File: config.mk
export PLATFORM = sky130hd
export DESIGN_NAME = wt_dcache
export DESIGN_NICKNAME = d
export VERILOG_FILES = /design/src/dc_pkg.sv /design/src/mem_pkg.sv /design/src/cache_wr_if.sv /design/src/dc_port_if.sv /design/src/dc_load_ctrl.sv /design/src/dc_mem.sv /design/src/dc_miss_unit.sv /design/src/dc_wbuffer.sv /design/src/wt_dcache.sv
export VERILOG_INCLUDE_DIRS = /design/src /design/src/src
export SDC_FILE = /design/constraint.sdc
export NUM_CORES = 2
export LEC_CHECK = 0
export BUFFER_PORTS_ARGS = -buffer_cell sky130_fd_sc_hd__buf_2
export CAP_MARGIN = 20
export CORE_ASPECT_RATIO = 0.5
export CORE_MARGIN = 4
export CORE_UTILIZATION = 33
export CTS_BUF_LIST = sky130_fd_sc_hd__clkbuf_4 sky130_fd_sc_hd__clkbuf_8
export CTS_CLUSTER_DIAMETER = 150
export DETAILED_ROUTE_END_ITERATION = 16
export PLACE_DENSITY_LB_ADDON = 0.2
export SYNTH_ARGS = -nofsm -noshare
export SYNTH_HDL_FRONTEND = slang
export SYNTH_SLANG_ARGS = --single-unit
File: constraint.sdc
create_clock -name clk_i -period 5.37 [get_ports clk_i]
set_clock_uncertainty 0.2 [all_clocks]
set_input_delay 0.2685 -clock clk_i [delete_from_list [all_inputs] [get_ports clk_i]]
set_output_delay 0.2685 -clock clk_i [all_outputs]
set_load 0.005 [all_outputs]
File: src/dc_defines.svh
// L1 data cache sizing
// widths of address and data, number of lines, write buffer depth

`ifndef DC_DEFINES_SVH
`define DC_DEFINES_SVH

// byte address and data word
`define DC_ADDR_W 32
`define DC_DATA_W 32

// 16 direct-mapped lines of one word
`define DC_INDEX_W 4

// store entries in flight toward memory
`define DC_WBUF_DEPTH 4

`endif

File: src/dc_pkg.sv
// L1 data cache types
// address split into tag, index and byte offset, and the line entry

`include "dc_defines.svh"

package dc_pkg;

  localparam int unsigned OFFSET_W = $clog2(`DC_DATA_W / 8);
  localparam int unsigned TAG_W    = `DC_ADDR_W - `DC_INDEX_W - OFFSET_W;

  typedef logic [`DC_ADDR_W-1:0]  addr_t;
  typedef logic [`DC_INDEX_W-1:0] index_t;
  typedef logic [TAG_W-1:0]       tag_t;

  // one cache line holds a single word
  typedef struct packed {
    logic                 valid;
    tag_t                 tag;
    logic [`DC_DATA_W-1:0] data;
  } line_t;

  function automatic index_t addr_index(addr_t addr);
    return addr[OFFSET_W +: `DC_INDEX_W];
  endfunction

  function automatic tag_t addr_tag(addr_t addr);
    return addr[`DC_ADDR_W-1 -: TAG_W];
  endfunction

endpackage

File: src/mem_pkg.sv
// memory side types
// data word, byte enables and one buffered memory request

`include "dc_defines.svh"

package mem_pkg;

  typedef logic [`DC_DATA_W-1:0]   word_t;
  typedef logic [`DC_DATA_W/8-1:0] be_t;

  // entry of the store queue, also the shape of a memory request
  typedef struct packed {
    logic          we;
    dc_pkg::addr_t addr;
    word_t         wdata;
    be_t           be;
  } mem_req_t;

endpackage

File: src/cache_wr_if.sv
// single word write into the cache array
// no back-pressure, the write happens in the valid cycle

`timescale 1ns/1ns

interface cache_wr_if;

  logic           valid;
  dc_pkg::addr_t  addr;
  mem_pkg::word_t wdata;
  mem_pkg::be_t   be;

  modport writer (
    output valid, addr, wdata, be
  );

  modport array (
    input valid, addr, wdata, be
  );

endinterface

File: src/dc_port_if.sv
// request/response port between a cache client and the miss unit
// transfer on req & gnt, reads answered later by one rvalid pulse

`timescale 1ns/1ns

interface dc_port_if;

  logic          req;
  logic          gnt;
  logic          we;
  dc_pkg::addr_t addr;
  mem_pkg::word_t wdata;
  mem_pkg::be_t  be;
  logic          rvalid;
  mem_pkg::word_t rdata;

  modport client (
    output req, we, addr, wdata, be,
    input  gnt, rvalid, rdata
  );

  modport unit (
    input  req, we, addr, wdata, be,
    output gnt, rvalid, rdata
  );

endinterface

File: src/dc_load_ctrl.sv
// load controller
// array lookup, hit return one cycle after accept, miss read otherwise

`timescale 1ns/1ns

module dc_load_ctrl (
  input  logic           clk_i,
  input  logic           arst_n_i,
  input  logic           ld_req_i,
  input  dc_pkg::addr_t  ld_addr_i,
  output logic           ld_gnt_o,
  output logic           ld_rvalid_o,
  output mem_pkg::word_t ld_rdata_o,
  input  logic           cache_en_i,
  output dc_pkg::index_t lookup_idx_o,
  input  dc_pkg::line_t  lookup_line_i,
  output logic           miss_o,
  dc_port_if.client      miss,
  output logic           busy_o
);

  typedef enum logic [1:0] {IDLE, LOOKUP, WAIT_MISS} state_e;

  state_e        state_q;
  logic          req_q;
  dc_pkg::addr_t addr_q;
  logic          hit;

  // the array registers this index on the accepting edge
  assign lookup_idx_o = dc_pkg::addr_index(ld_addr_i);

  assign ld_gnt_o = (state_q == IDLE) && ld_req_i;
  assign busy_o   = (state_q != IDLE);

  assign hit = lookup_line_i.valid && cache_en_i &&
               (lookup_line_i.tag == dc_pkg::addr_tag(addr_q));

  assign miss_o      = (state_q == LOOKUP) && !hit;
  assign ld_rvalid_o = ((state_q == LOOKUP) && hit) ||
                       ((state_q == WAIT_MISS) && miss.rvalid);
  assign ld_rdata_o  = (state_q == LOOKUP) ? lookup_line_i.data : miss.rdata;

  // word read toward memory
  assign miss.req   = req_q;
  assign miss.we    = 1'b0;
  assign miss.addr  = addr_q;
  assign miss.wdata = '0;
  assign miss.be    = '1;

  always_ff @(posedge clk_i) begin
    if (ld_gnt_o) begin
      addr_q <= ld_addr_i;
    end
  end

  always_ff @(posedge clk_i or negedge arst_n_i) begin
    if (!arst_n_i) begin
      state_q <= IDLE;
      req_q   <= 1'b0;
    end else begin
      case (state_q)
        IDLE: begin
          if (ld_gnt_o) begin
            state_q <= LOOKUP;
          end
        end
        LOOKUP: begin
          if (hit) begin
            state_q <= IDLE;
          end else begin
            state_q <= WAIT_MISS;
            req_q   <= 1'b1;
          end
        end
        WAIT_MISS: begin
          if (miss.gnt) begin
            req_q <= 1'b0;
          end
          if (miss.rvalid) begin
            state_q <= IDLE;
          end
        end
        default: state_q <= IDLE;
      endcase
    end
  end

endmodule

File: src/dc_mem.sv
// cache array: valid bits, tags and data words
// registered lookup, refill and store-update write ports, invalidate-all

`timescale 1ns/1ns
`include "dc_defines.svh"

module dc_mem (
  input  logic              clk_i,
  input  logic              arst_n_i,
  input  dc_pkg::index_t    lookup_idx_i,
  output dc_pkg::line_t     lookup_line_o,
  cache_wr_if.array         refill,
  cache_wr_if.array         store_upd,
  input  logic              inval_all_i
);

  localparam int unsigned NUM_LINES = 1 << `DC_INDEX_W;

  logic [NUM_LINES-1:0] valid_q;
  dc_pkg::tag_t         tag_q  [NUM_LINES];
  mem_pkg::word_t       data_q [NUM_LINES];

  dc_pkg::index_t fill_idx;
  dc_pkg::index_t upd_idx;
  logic           upd_hit;
  logic           same_word;
  mem_pkg::word_t fill_word;
  mem_pkg::word_t upd_word;

  function automatic mem_pkg::word_t merge(mem_pkg::word_t old_w, mem_pkg::word_t new_w,
                                           mem_pkg::be_t be);
    mem_pkg::word_t res;
    res = old_w;
    for (int b = 0; b < $bits(be); b++) begin
      if (be[b]) begin
        res[8*b +: 8] = new_w[8*b +: 8];
      end
    end
    return res;
  endfunction

  assign fill_idx = dc_pkg::addr_index(refill.addr);
  assign upd_idx  = dc_pkg::addr_index(store_upd.addr);

  // store only touches a line that already holds its address
  assign upd_hit = store_upd.valid && valid_q[upd_idx] &&
                   (tag_q[upd_idx] == dc_pkg::addr_tag(store_upd.addr));

  // a store landing with the refill of its word is folded into the refill
  assign same_word = store_upd.valid && refill.valid && (store_upd.addr == refill.addr);

  always_comb begin
    fill_word = merge(data_q[fill_idx], refill.wdata, refill.be);
    if (same_word) begin
      fill_word = merge(fill_word, store_upd.wdata, store_upd.be);
    end
    upd_word = merge(data_q[upd_idx], store_upd.wdata, store_upd.be);
  end

  always_ff @(posedge clk_i) begin
    lookup_line_o <= '{valid: valid_q[lookup_idx_i],
                       tag:   tag_q[lookup_idx_i],
                       data:  data_q[lookup_idx_i]};
    if (refill.valid) begin
      tag_q[fill_idx]  <= dc_pkg::addr_tag(refill.addr);
      data_q[fill_idx] <= fill_word;
    end
    if (upd_hit && !(refill.valid && fill_idx == upd_idx)) begin
      data_q[upd_idx] <= upd_word;
    end
  end

  // invalidate wins over a refill in the same cycle
  always_ff @(posedge clk_i or negedge arst_n_i) begin
    if (!arst_n_i) begin
      valid_q <= '0;
    end else begin
      if (refill.valid) begin
        valid_q[fill_idx] <= 1'b1;
      end
      if (inval_all_i) begin
        valid_q <= '0;
      end
    end
  end

endmodule

File: src/dc_miss_unit.sv
// miss unit: memory arbiter, refill, cache enable and flush handshake
// buffered writes go first, a load read only with the buffer drained

`timescale 1ns/1ns

module dc_miss_unit (
  input  logic           clk_i,
  input  logic           arst_n_i,
  input  logic           enable_i,
  input  logic           flush_i,
  output logic           flush_ack_o,
  output logic           cache_en_o,
  dc_port_if.unit        ld,
  dc_port_if.unit        st,
  input  logic           wbuf_empty_i,
  input  logic           ld_busy_i,
  cache_wr_if.writer     refill,
  output logic           inval_all_o,
  output logic           mem_req_o,
  input  logic           mem_gnt_i,
  output logic           mem_we_o,
  output dc_pkg::addr_t  mem_addr_o,
  output mem_pkg::word_t mem_wdata_o,
  output mem_pkg::be_t   mem_be_o,
  input  logic           mem_rvalid_i,
  input  mem_pkg::word_t mem_rdata_i
);

  logic          cache_en_q;
  logic          flush_done_q;
  logic          rd_pend_q;
  logic          lock_q;
  logic          lock_rd_q;
  dc_pkg::addr_t rd_addr_q;
  logic          sel_rd;
  logic          rd_ok;

  ////////////////////////////////////////////////////////////
  // memory arbitration
  ////////////////////////////////////////////////////////////

  assign rd_ok = ld.req && wbuf_empty_i && !st.req;

  // an offered request holds its choice until granted
  always_comb begin
    if (lock_q) begin
      sel_rd    = lock_rd_q;
      mem_req_o = 1'b1;
    end else begin
      sel_rd    = !st.req;
      mem_req_o = !rd_pend_q && (st.req || rd_ok);
    end
  end

  assign mem_we_o    = sel_rd ? ld.we    : st.we;
  assign mem_addr_o  = sel_rd ? ld.addr  : st.addr;
  assign mem_wdata_o = sel_rd ? ld.wdata : st.wdata;
  assign mem_be_o    = sel_rd ? ld.be    : st.be;

  assign ld.gnt = mem_req_o && mem_gnt_i && sel_rd;
  assign st.gnt = mem_req_o && mem_gnt_i && !sel_rd;

  // writes get no response
  assign st.rvalid = 1'b0;
  assign st.rdata  = '0;

  assign ld.rvalid = rd_pend_q && mem_rvalid_i;
  assign ld.rdata  = mem_rdata_i;

  // no refill once a younger store sits in the buffer
  assign refill.valid = ld.rvalid && cache_en_q && wbuf_empty_i;
  assign refill.addr  = rd_addr_q;
  assign refill.wdata = mem_rdata_i;
  assign refill.be    = '1;

  ////////////////////////////////////////////////////////////
  // enable and flush
  ////////////////////////////////////////////////////////////

  assign cache_en_o  = cache_en_q;
  assign flush_ack_o = flush_i && !flush_done_q && wbuf_empty_i && !ld_busy_i;
  // disabling the cache also drops every line
  assign inval_all_o = flush_ack_o || (cache_en_q && !enable_i);

  always_ff @(posedge clk_i) begin
    if (ld.gnt) begin
      rd_addr_q <= ld.addr;
    end
  end

  always_ff @(posedge clk_i or negedge arst_n_i) begin
    if (!arst_n_i) begin
      cache_en_q   <= 1'b0;
      flush_done_q <= 1'b0;
      rd_pend_q    <= 1'b0;
      lock_q       <= 1'b0;
      lock_rd_q    <= 1'b0;
    end else begin
      cache_en_q   <= enable_i;
      flush_done_q <= flush_i && (flush_done_q || flush_ack_o);
      lock_q       <= mem_req_o && !mem_gnt_i;
      lock_rd_q    <= sel_rd;
      if (ld.gnt) begin
        rd_pend_q <= 1'b1;
      end else if (mem_rvalid_i) begin
        rd_pend_q <= 1'b0;
      end
    end
  end

endmodule

File: src/dc_wbuffer.sv
// in-order write buffer on the store path
// updates the cache on accept, drains to memory oldest first

`timescale 1ns/1ns
`include "dc_defines.svh"

module dc_wbuffer (
  input  logic           clk_i,
  input  logic           arst_n_i,
  input  logic           st_req_i,
  input  dc_pkg::addr_t  st_addr_i,
  input  mem_pkg::word_t st_wdata_i,
  input  mem_pkg::be_t   st_be_i,
  output logic           st_gnt_o,
  cache_wr_if.writer     store_upd,
  dc_port_if.client      mem,
  output logic           empty_o
);

  localparam int unsigned DEPTH = `DC_WBUF_DEPTH;
  localparam int unsigned PTR_W = $clog2(DEPTH);

  mem_pkg::mem_req_t         fifo_q [DEPTH];
  logic [PTR_W-1:0]          wr_ptr_q;
  logic [PTR_W-1:0]          rd_ptr_q;
  logic [$clog2(DEPTH+1)-1:0] count_q;
  logic                      push;
  logic                      pop;
  mem_pkg::mem_req_t         head;

  assign st_gnt_o = (count_q != DEPTH);
  assign empty_o  = (count_q == '0);
  assign push     = st_req_i && st_gnt_o;
  assign pop      = mem.req && mem.gnt;

  // cache update in the accepting cycle, the array checks for a hit
  assign store_upd.valid = push;
  assign store_upd.addr  = st_addr_i;
  assign store_upd.wdata = st_wdata_i;
  assign store_upd.be    = st_be_i;

  ////////////////////////////////////////////////////////////
  // head of queue toward memory
  ////////////////////////////////////////////////////////////

  assign head      = fifo_q[rd_ptr_q];
  assign mem.req   = !empty_o;
  assign mem.we    = head.we;
  assign mem.addr  = head.addr;
  assign mem.wdata = head.wdata;
  assign mem.be    = head.be;

  always_ff @(posedge clk_i) begin
    if (push) begin
      fifo_q[wr_ptr_q] <= '{we: 1'b1, addr: st_addr_i, wdata: st_wdata_i, be: st_be_i};
    end
  end

  // pointers wrap at the power-of-two depth
  always_ff @(posedge clk_i or negedge arst_n_i) begin
    if (!arst_n_i) begin
      wr_ptr_q <= '0;
      rd_ptr_q <= '0;
      count_q  <= '0;
    end else begin
      if (push) begin
        wr_ptr_q <= wr_ptr_q + 1'b1;
      end
      if (pop) begin
        rd_ptr_q <= rd_ptr_q + 1'b1;
      end
      count_q <= count_q + push - pop;
    end
  end

endmodule

File: src/wt_dcache.sv
// write-through direct-mapped L1 data cache
// load and store ports toward the core, one memory port, flush and enable

`timescale 1ns/1ns

module wt_dcache (
  input  logic           clk_i,
  input  logic           arst_n_i,
  input  logic           enable_i,
  input  logic           flush_i,
  output logic           flush_ack_o,
  output logic           miss_o,
  output logic           wbuffer_empty_o,
  // load port
  input  logic           ld_req_i,
  output logic           ld_gnt_o,
  input  dc_pkg::addr_t  ld_addr_i,
  output logic           ld_rvalid_o,
  output mem_pkg::word_t ld_rdata_o,
  // store port
  input  logic           st_req_i,
  output logic           st_gnt_o,
  input  dc_pkg::addr_t  st_addr_i,
  input  mem_pkg::word_t st_wdata_i,
  input  mem_pkg::be_t   st_be_i,
  // memory
  output logic           mem_req_o,
  input  logic           mem_gnt_i,
  output logic           mem_we_o,
  output dc_pkg::addr_t  mem_addr_o,
  output mem_pkg::word_t mem_wdata_o,
  output mem_pkg::be_t   mem_be_o,
  input  logic           mem_rvalid_i,
  input  mem_pkg::word_t mem_rdata_i
);

  logic           cache_en;
  logic           inval_all;
  logic           ld_busy;
  dc_pkg::index_t lookup_idx;
  dc_pkg::line_t  lookup_line;

  dc_port_if  ld_miss_if ();
  dc_port_if  st_mem_if ();
  cache_wr_if refill_if ();
  cache_wr_if store_upd_if ();

  dc_mem u_mem (
    .clk_i         (clk_i),
    .arst_n_i      (arst_n_i),
    .lookup_idx_i  (lookup_idx),
    .lookup_line_o (lookup_line),
    .refill        (refill_if),
    .store_upd     (store_upd_if),
    .inval_all_i   (inval_all)
  );

  dc_load_ctrl u_load_ctrl (
    .clk_i         (clk_i),
    .arst_n_i      (arst_n_i),
    .ld_req_i      (ld_req_i),
    .ld_addr_i     (ld_addr_i),
    .ld_gnt_o      (ld_gnt_o),
    .ld_rvalid_o   (ld_rvalid_o),
    .ld_rdata_o    (ld_rdata_o),
    .cache_en_i    (cache_en),
    .lookup_idx_o  (lookup_idx),
    .lookup_line_i (lookup_line),
    .miss_o        (miss_o),
    .miss          (ld_miss_if),
    .busy_o        (ld_busy)
  );

  dc_wbuffer u_wbuffer (
    .clk_i      (clk_i),
    .arst_n_i   (arst_n_i),
    .st_req_i   (st_req_i),
    .st_addr_i  (st_addr_i),
    .st_wdata_i (st_wdata_i),
    .st_be_i    (st_be_i),
    .st_gnt_o   (st_gnt_o),
    .store_upd  (store_upd_if),
    .mem        (st_mem_if),
    .empty_o    (wbuffer_empty_o)
  );

  dc_miss_unit u_miss_unit (
    .clk_i        (clk_i),
    .arst_n_i     (arst_n_i),
    .enable_i     (enable_i),
    .flush_i      (flush_i),
    .flush_ack_o  (flush_ack_o),
    .cache_en_o   (cache_en),
    .ld           (ld_miss_if),
    .st           (st_mem_if),
    .wbuf_empty_i (wbuffer_empty_o),
    .ld_busy_i    (ld_busy),
    .refill       (refill_if),
    .inval_all_o  (inval_all),
    .mem_req_o    (mem_req_o),
    .mem_gnt_i    (mem_gnt_i),
    .mem_we_o     (mem_we_o),
    .mem_addr_o   (mem_addr_o),
    .mem_wdata_o  (mem_wdata_o),
    .mem_be_o     (mem_be_o),
    .mem_rvalid_i (mem_rvalid_i),
    .mem_rdata_i  (mem_rdata_i)
  );

endmodule

==> metrics.md <==
| Metric | Value |
|---|---|
| Status | finished clean |
| GRT Total Usage | 19.64% |
| Core area | between 150000 and 200000 sq um |
| Slowest cell delay on critical path | slightly below 0.9 ns |
| Slack of the critical path | approximately 0.6 ns |
| Mapped cell area | between 60000 and 70000 sq um |
| Max Slew Vio Count | 0 |
| First-pass GRT wire length | between 200000 and 300000 microns |
| Final std cells w/o fill | approximately 7000 |
| Final worst path period share | between 80 and 90% |
| Measured slew at the worst slew-check pin | roughly 1.2 ns |
| CP endpoint kind | flip-flop |
| Share of cells above drive strength 1 | between 40 and 50% |
| Port Buffers | about 250 |
| Antenna Nets Post-Route | 0 |
| Routed WL | between 200000 and 250000 microns |
| Routability Congestion | approximately 0.86 |
| Crit-path slowest cell | nor2_1 |
| Lkg Pwr | around 27 nW |
| Synth cell types | approximately 80 |
| Clk Latency, worst-skew pair | roughly 0.94 ns |
| Crit path time final | ~4.8 ns |
| Detailed placer's ending HPWL | between 100000 and 150000 microns |
| Vias | about 37000 |
| Worst Path Required | 5.70 ns |
| Grt ovf | 0 |
| DRT Pass-1 Iters | 5 |
| Die area | around 200000 sq um |
| Clock sink total | 1354 |
| Slew HR | a little over a fifth |
| Clk pin slew, worst setup/hold paths | about 0.060 ns |
| Synthesized net count | ~3700 |
| Cell with the most instances after synthesis | edfxtp_1 |
| CP Launch Type | input port |
| Main synth FF type | edfxtp_1 |
| Via-per-instance ratio | 5.452 |
| Arrival time worst endpoint | 5.11 ns |
| Top cells by area, synth | edfxtp_1 58%, mux4_2 15%, mux2_2 9.9% |
| Worst slack, placed | approximately 0.25 ns |
| Largest net degree at the start of global routing | 80 |
| Post_cts resized | 0 |
| Final setup violation count | 0 |
| Crit path kind | in2reg |
| Footprint of the multi-input gates | 23770 sq um |
| Peak VDD IR | ~0.00023 V |
| RSZ-0062 raised after global routing | no |
| Min Hold Slack | between 0.08 and 0.09 ns |
| Synth top area share | about three fifths |
| Mapped Cells | approximately 3500 |
| Max cap viols | 0 |
| Final-layout fill cell count | around 18000 |
| Sequential cell area | between 30000 and 40000 sq um |
| 1st-iter DRT viols | between 3000 and 4000 |
| TritonCTS clock tree | built |
| EDFF count, synth | 1264 |
| I/O pins | about 250 |
| WL/cell | roughly 30 microns |
| Power per cell area | roughly 350 nW/um^2 |
| Clk buf depth | 4 |
| H-tree levels | 4 |
| Die Span X | 635.6 microns |
| Final hold violations | 0 |
| Nets | between 4000 and 5000 |
| DRC | 0 |
| Post-synth top area cell | edfxtp_1 |
| Sequential share of the synthesized area | between 60 and 70% |
| DIE HEIGHT | approximately 320 microns |
| Power, Total | approximately 0.027 W |
| Synth Area per Inst | approximately 18 sq um |
| Initial cell density of the core | 33.41% |
| Seq cells post-synth | 1354 |
| Vias in the first global route | between 30000 and 40000 |
| Root cell of the clock tree | clkbuf_8 |
| Max Freq | 209.3 MHz |
| Inserted Clock Buffers | between 200 and 250 |
| Crit path max fanout | 32 |
| Post-synthesis async set-or-reset flop share | 2.290% |
| Placed cells | 6288 |
| Rows | ~110 |
| Crit path cell chain | dlygate4sd3_1 -> buf_4 -> buf_4 -> nor2_1 -> a22oi_1 -> nand3_1 -> nand4_1 -> a211oi_1 -> and3_4 -> buf_12 -> nand4_4 -> nand2_1 |
| Area growth from synthesis to layout | 17.23% |
| Synth cell count leaders | 1264 x edfxtp_1, 569 x mux2_2, 420 x mux4_2, 171 x clkbuf_1, 89 x mux2i_1 |
| Most used cell, CP | buf_4 |
| Syn. warnings | 0 |
| Hold WC Path Type | in2reg |
| Initial antenna violation count | 4 |
power by group:
group,total [W],switching (W),internal (W)
clock network,0.00922,0.00425,0.00496
registers,0.0128,0.000559,0.0123
logic,0.00451,0.00243,0.00209
path summary, 6_finish.rpt:
kind	start	endpoint	slack, ns	depth (start not counted)
worst max-delay path	st_addr_i[2]	u_mem.data_q[4][5]$_DFFE_PP_	0.59	12
worst min-delay path	st_addr_i[18]	u_wbuffer.fifo_q[1][54]$_DFFE_PP_	0.08	2
worst max register to register	u_mem.tag_q[8][24]$_DFFE_PP_	u_mem.data_q[4][5]$_DFFE_PP_	1.03	10
worst min register to register	u_load_ctrl.miss.addr[2]$_DFFE_PP_	u_miss_unit.refill.addr[2]$_DFFE_PP_	0.25	0
max in group asynchronous	arst_n_i	u_wbuffer.rd_ptr_q[0]$_DFFE_PN0P_	4.51	4
min in group asynchronous	arst_n_i	u_mem.valid_q[14]$_DFFE_PN0P_	0.22	4
worst max-delay path: cells and delay by family:
family          cells  cell delay, ns
simple gates        6            2.51
buf+inv             4            1.41
compound gates      2            0.78
layer usage:
metal | GRT usage [%] | wire, microns | up-vias
met1 | 26.72 | 88180 | 20183
met2 | 32.82 | 99900 | 1283
li1 | - | - | 15635
met4 | 4.743 | 4599 | 0
met5 | 0 | 0 | -
met3 | 3.393 | 12090 | 280
what timing repair did:
action | in CTS | in global routing
hold buffers | 177 | 0
endpoints found under the hold margin | 962 | 0
setup buffers | 0 | 0
through the flow:
step           setup TNS (ns)  instance area [sq um]  utilization, %
6_report                    0                  76200           39.17
3_3_place_gp         -0.07614                  70010           35.98
4_1_cts                     0                  76190           39.16
2_1_floorplan               0                  65000               -
3_5_place_dp                0                  70020           35.99
5_1_grt                     0                  76200           39.17
cells by family (layout without fill, tap and decap cells):
logic type,after synthesis,in the layout,synth area share [%]
flip-flops,1354,1354,61.41
multiplexers,1149,1149,27.62
AND/OR/NAND/NOR,444,444,5.265
buffers and inverters,303,1028,2.291
AO/OA/AOI/OAI,169,169,1.994
XOR/XNOR,90,90,1.213
adder cells (fa/ha/maj),10,10,0.2041
other,0,2,0
layout make-up:
type	instances	area share, %
antenna	2	0.006568
clock buffer	307	4.970
clock inverter	82	0.7964
inverter	42	0.2069
multi-input combinational	1862	31.20
sequential	1354	52.39
tap	2610	4.286
timing repair buffer	597	6.144
cells in the final DEF, fill, tap and decap left out, types with 10 or more instances in the layout:
master	n
a22oi_1	16
and2_1	38
and3_1	36
buf_12	27
buf_2	240
buf_4	150
clkbuf_4	70
clkbuf_8	237
clkinv_1	42
clkinv_2	26
dfrtp_1	29
dfxtp_1	59
dlygate4sd3_1	176
edfxtp_1	1264
inv_1	25
inv_2	16
mux2_2	569
mux2_4	59
mux2i_1	89
mux4_1	11
mux4_2	420
nand2_1	66
nand2b_1	12
nand3_1	72
nand4_4	60
nor2_1	21
nor2b_1	45
nor3_1	20
nor4_1	20
o21a_1	18
o21ai_0	10
o31ai_1	27
o31ai_2	20
xnor2_1	32
xor2_1	58
registers in the layout, summed over array words and instances (netlist names), 2 cells and up:
| signal | count |
|---|---|
| u_mem.valid_q | 16 |
| u_wbuffer.rd_ptr_q | 2 |
| u_mem.tag_q | 416 |
| u_mem.data_q | 512 |
| u_wbuffer.fifo_q | 272 |
| u_miss_unit.refill.addr | 32 |
| u_load_ctrl.miss.addr | 32 |
| u_load_ctrl.state_q | 2 |
| u_wbuffer.count_q | 3 |
| u_mem.lookup_line_o | 59 |
| u_wbuffer.wr_ptr_q | 2 |
(Power assumes the default switching activity.)
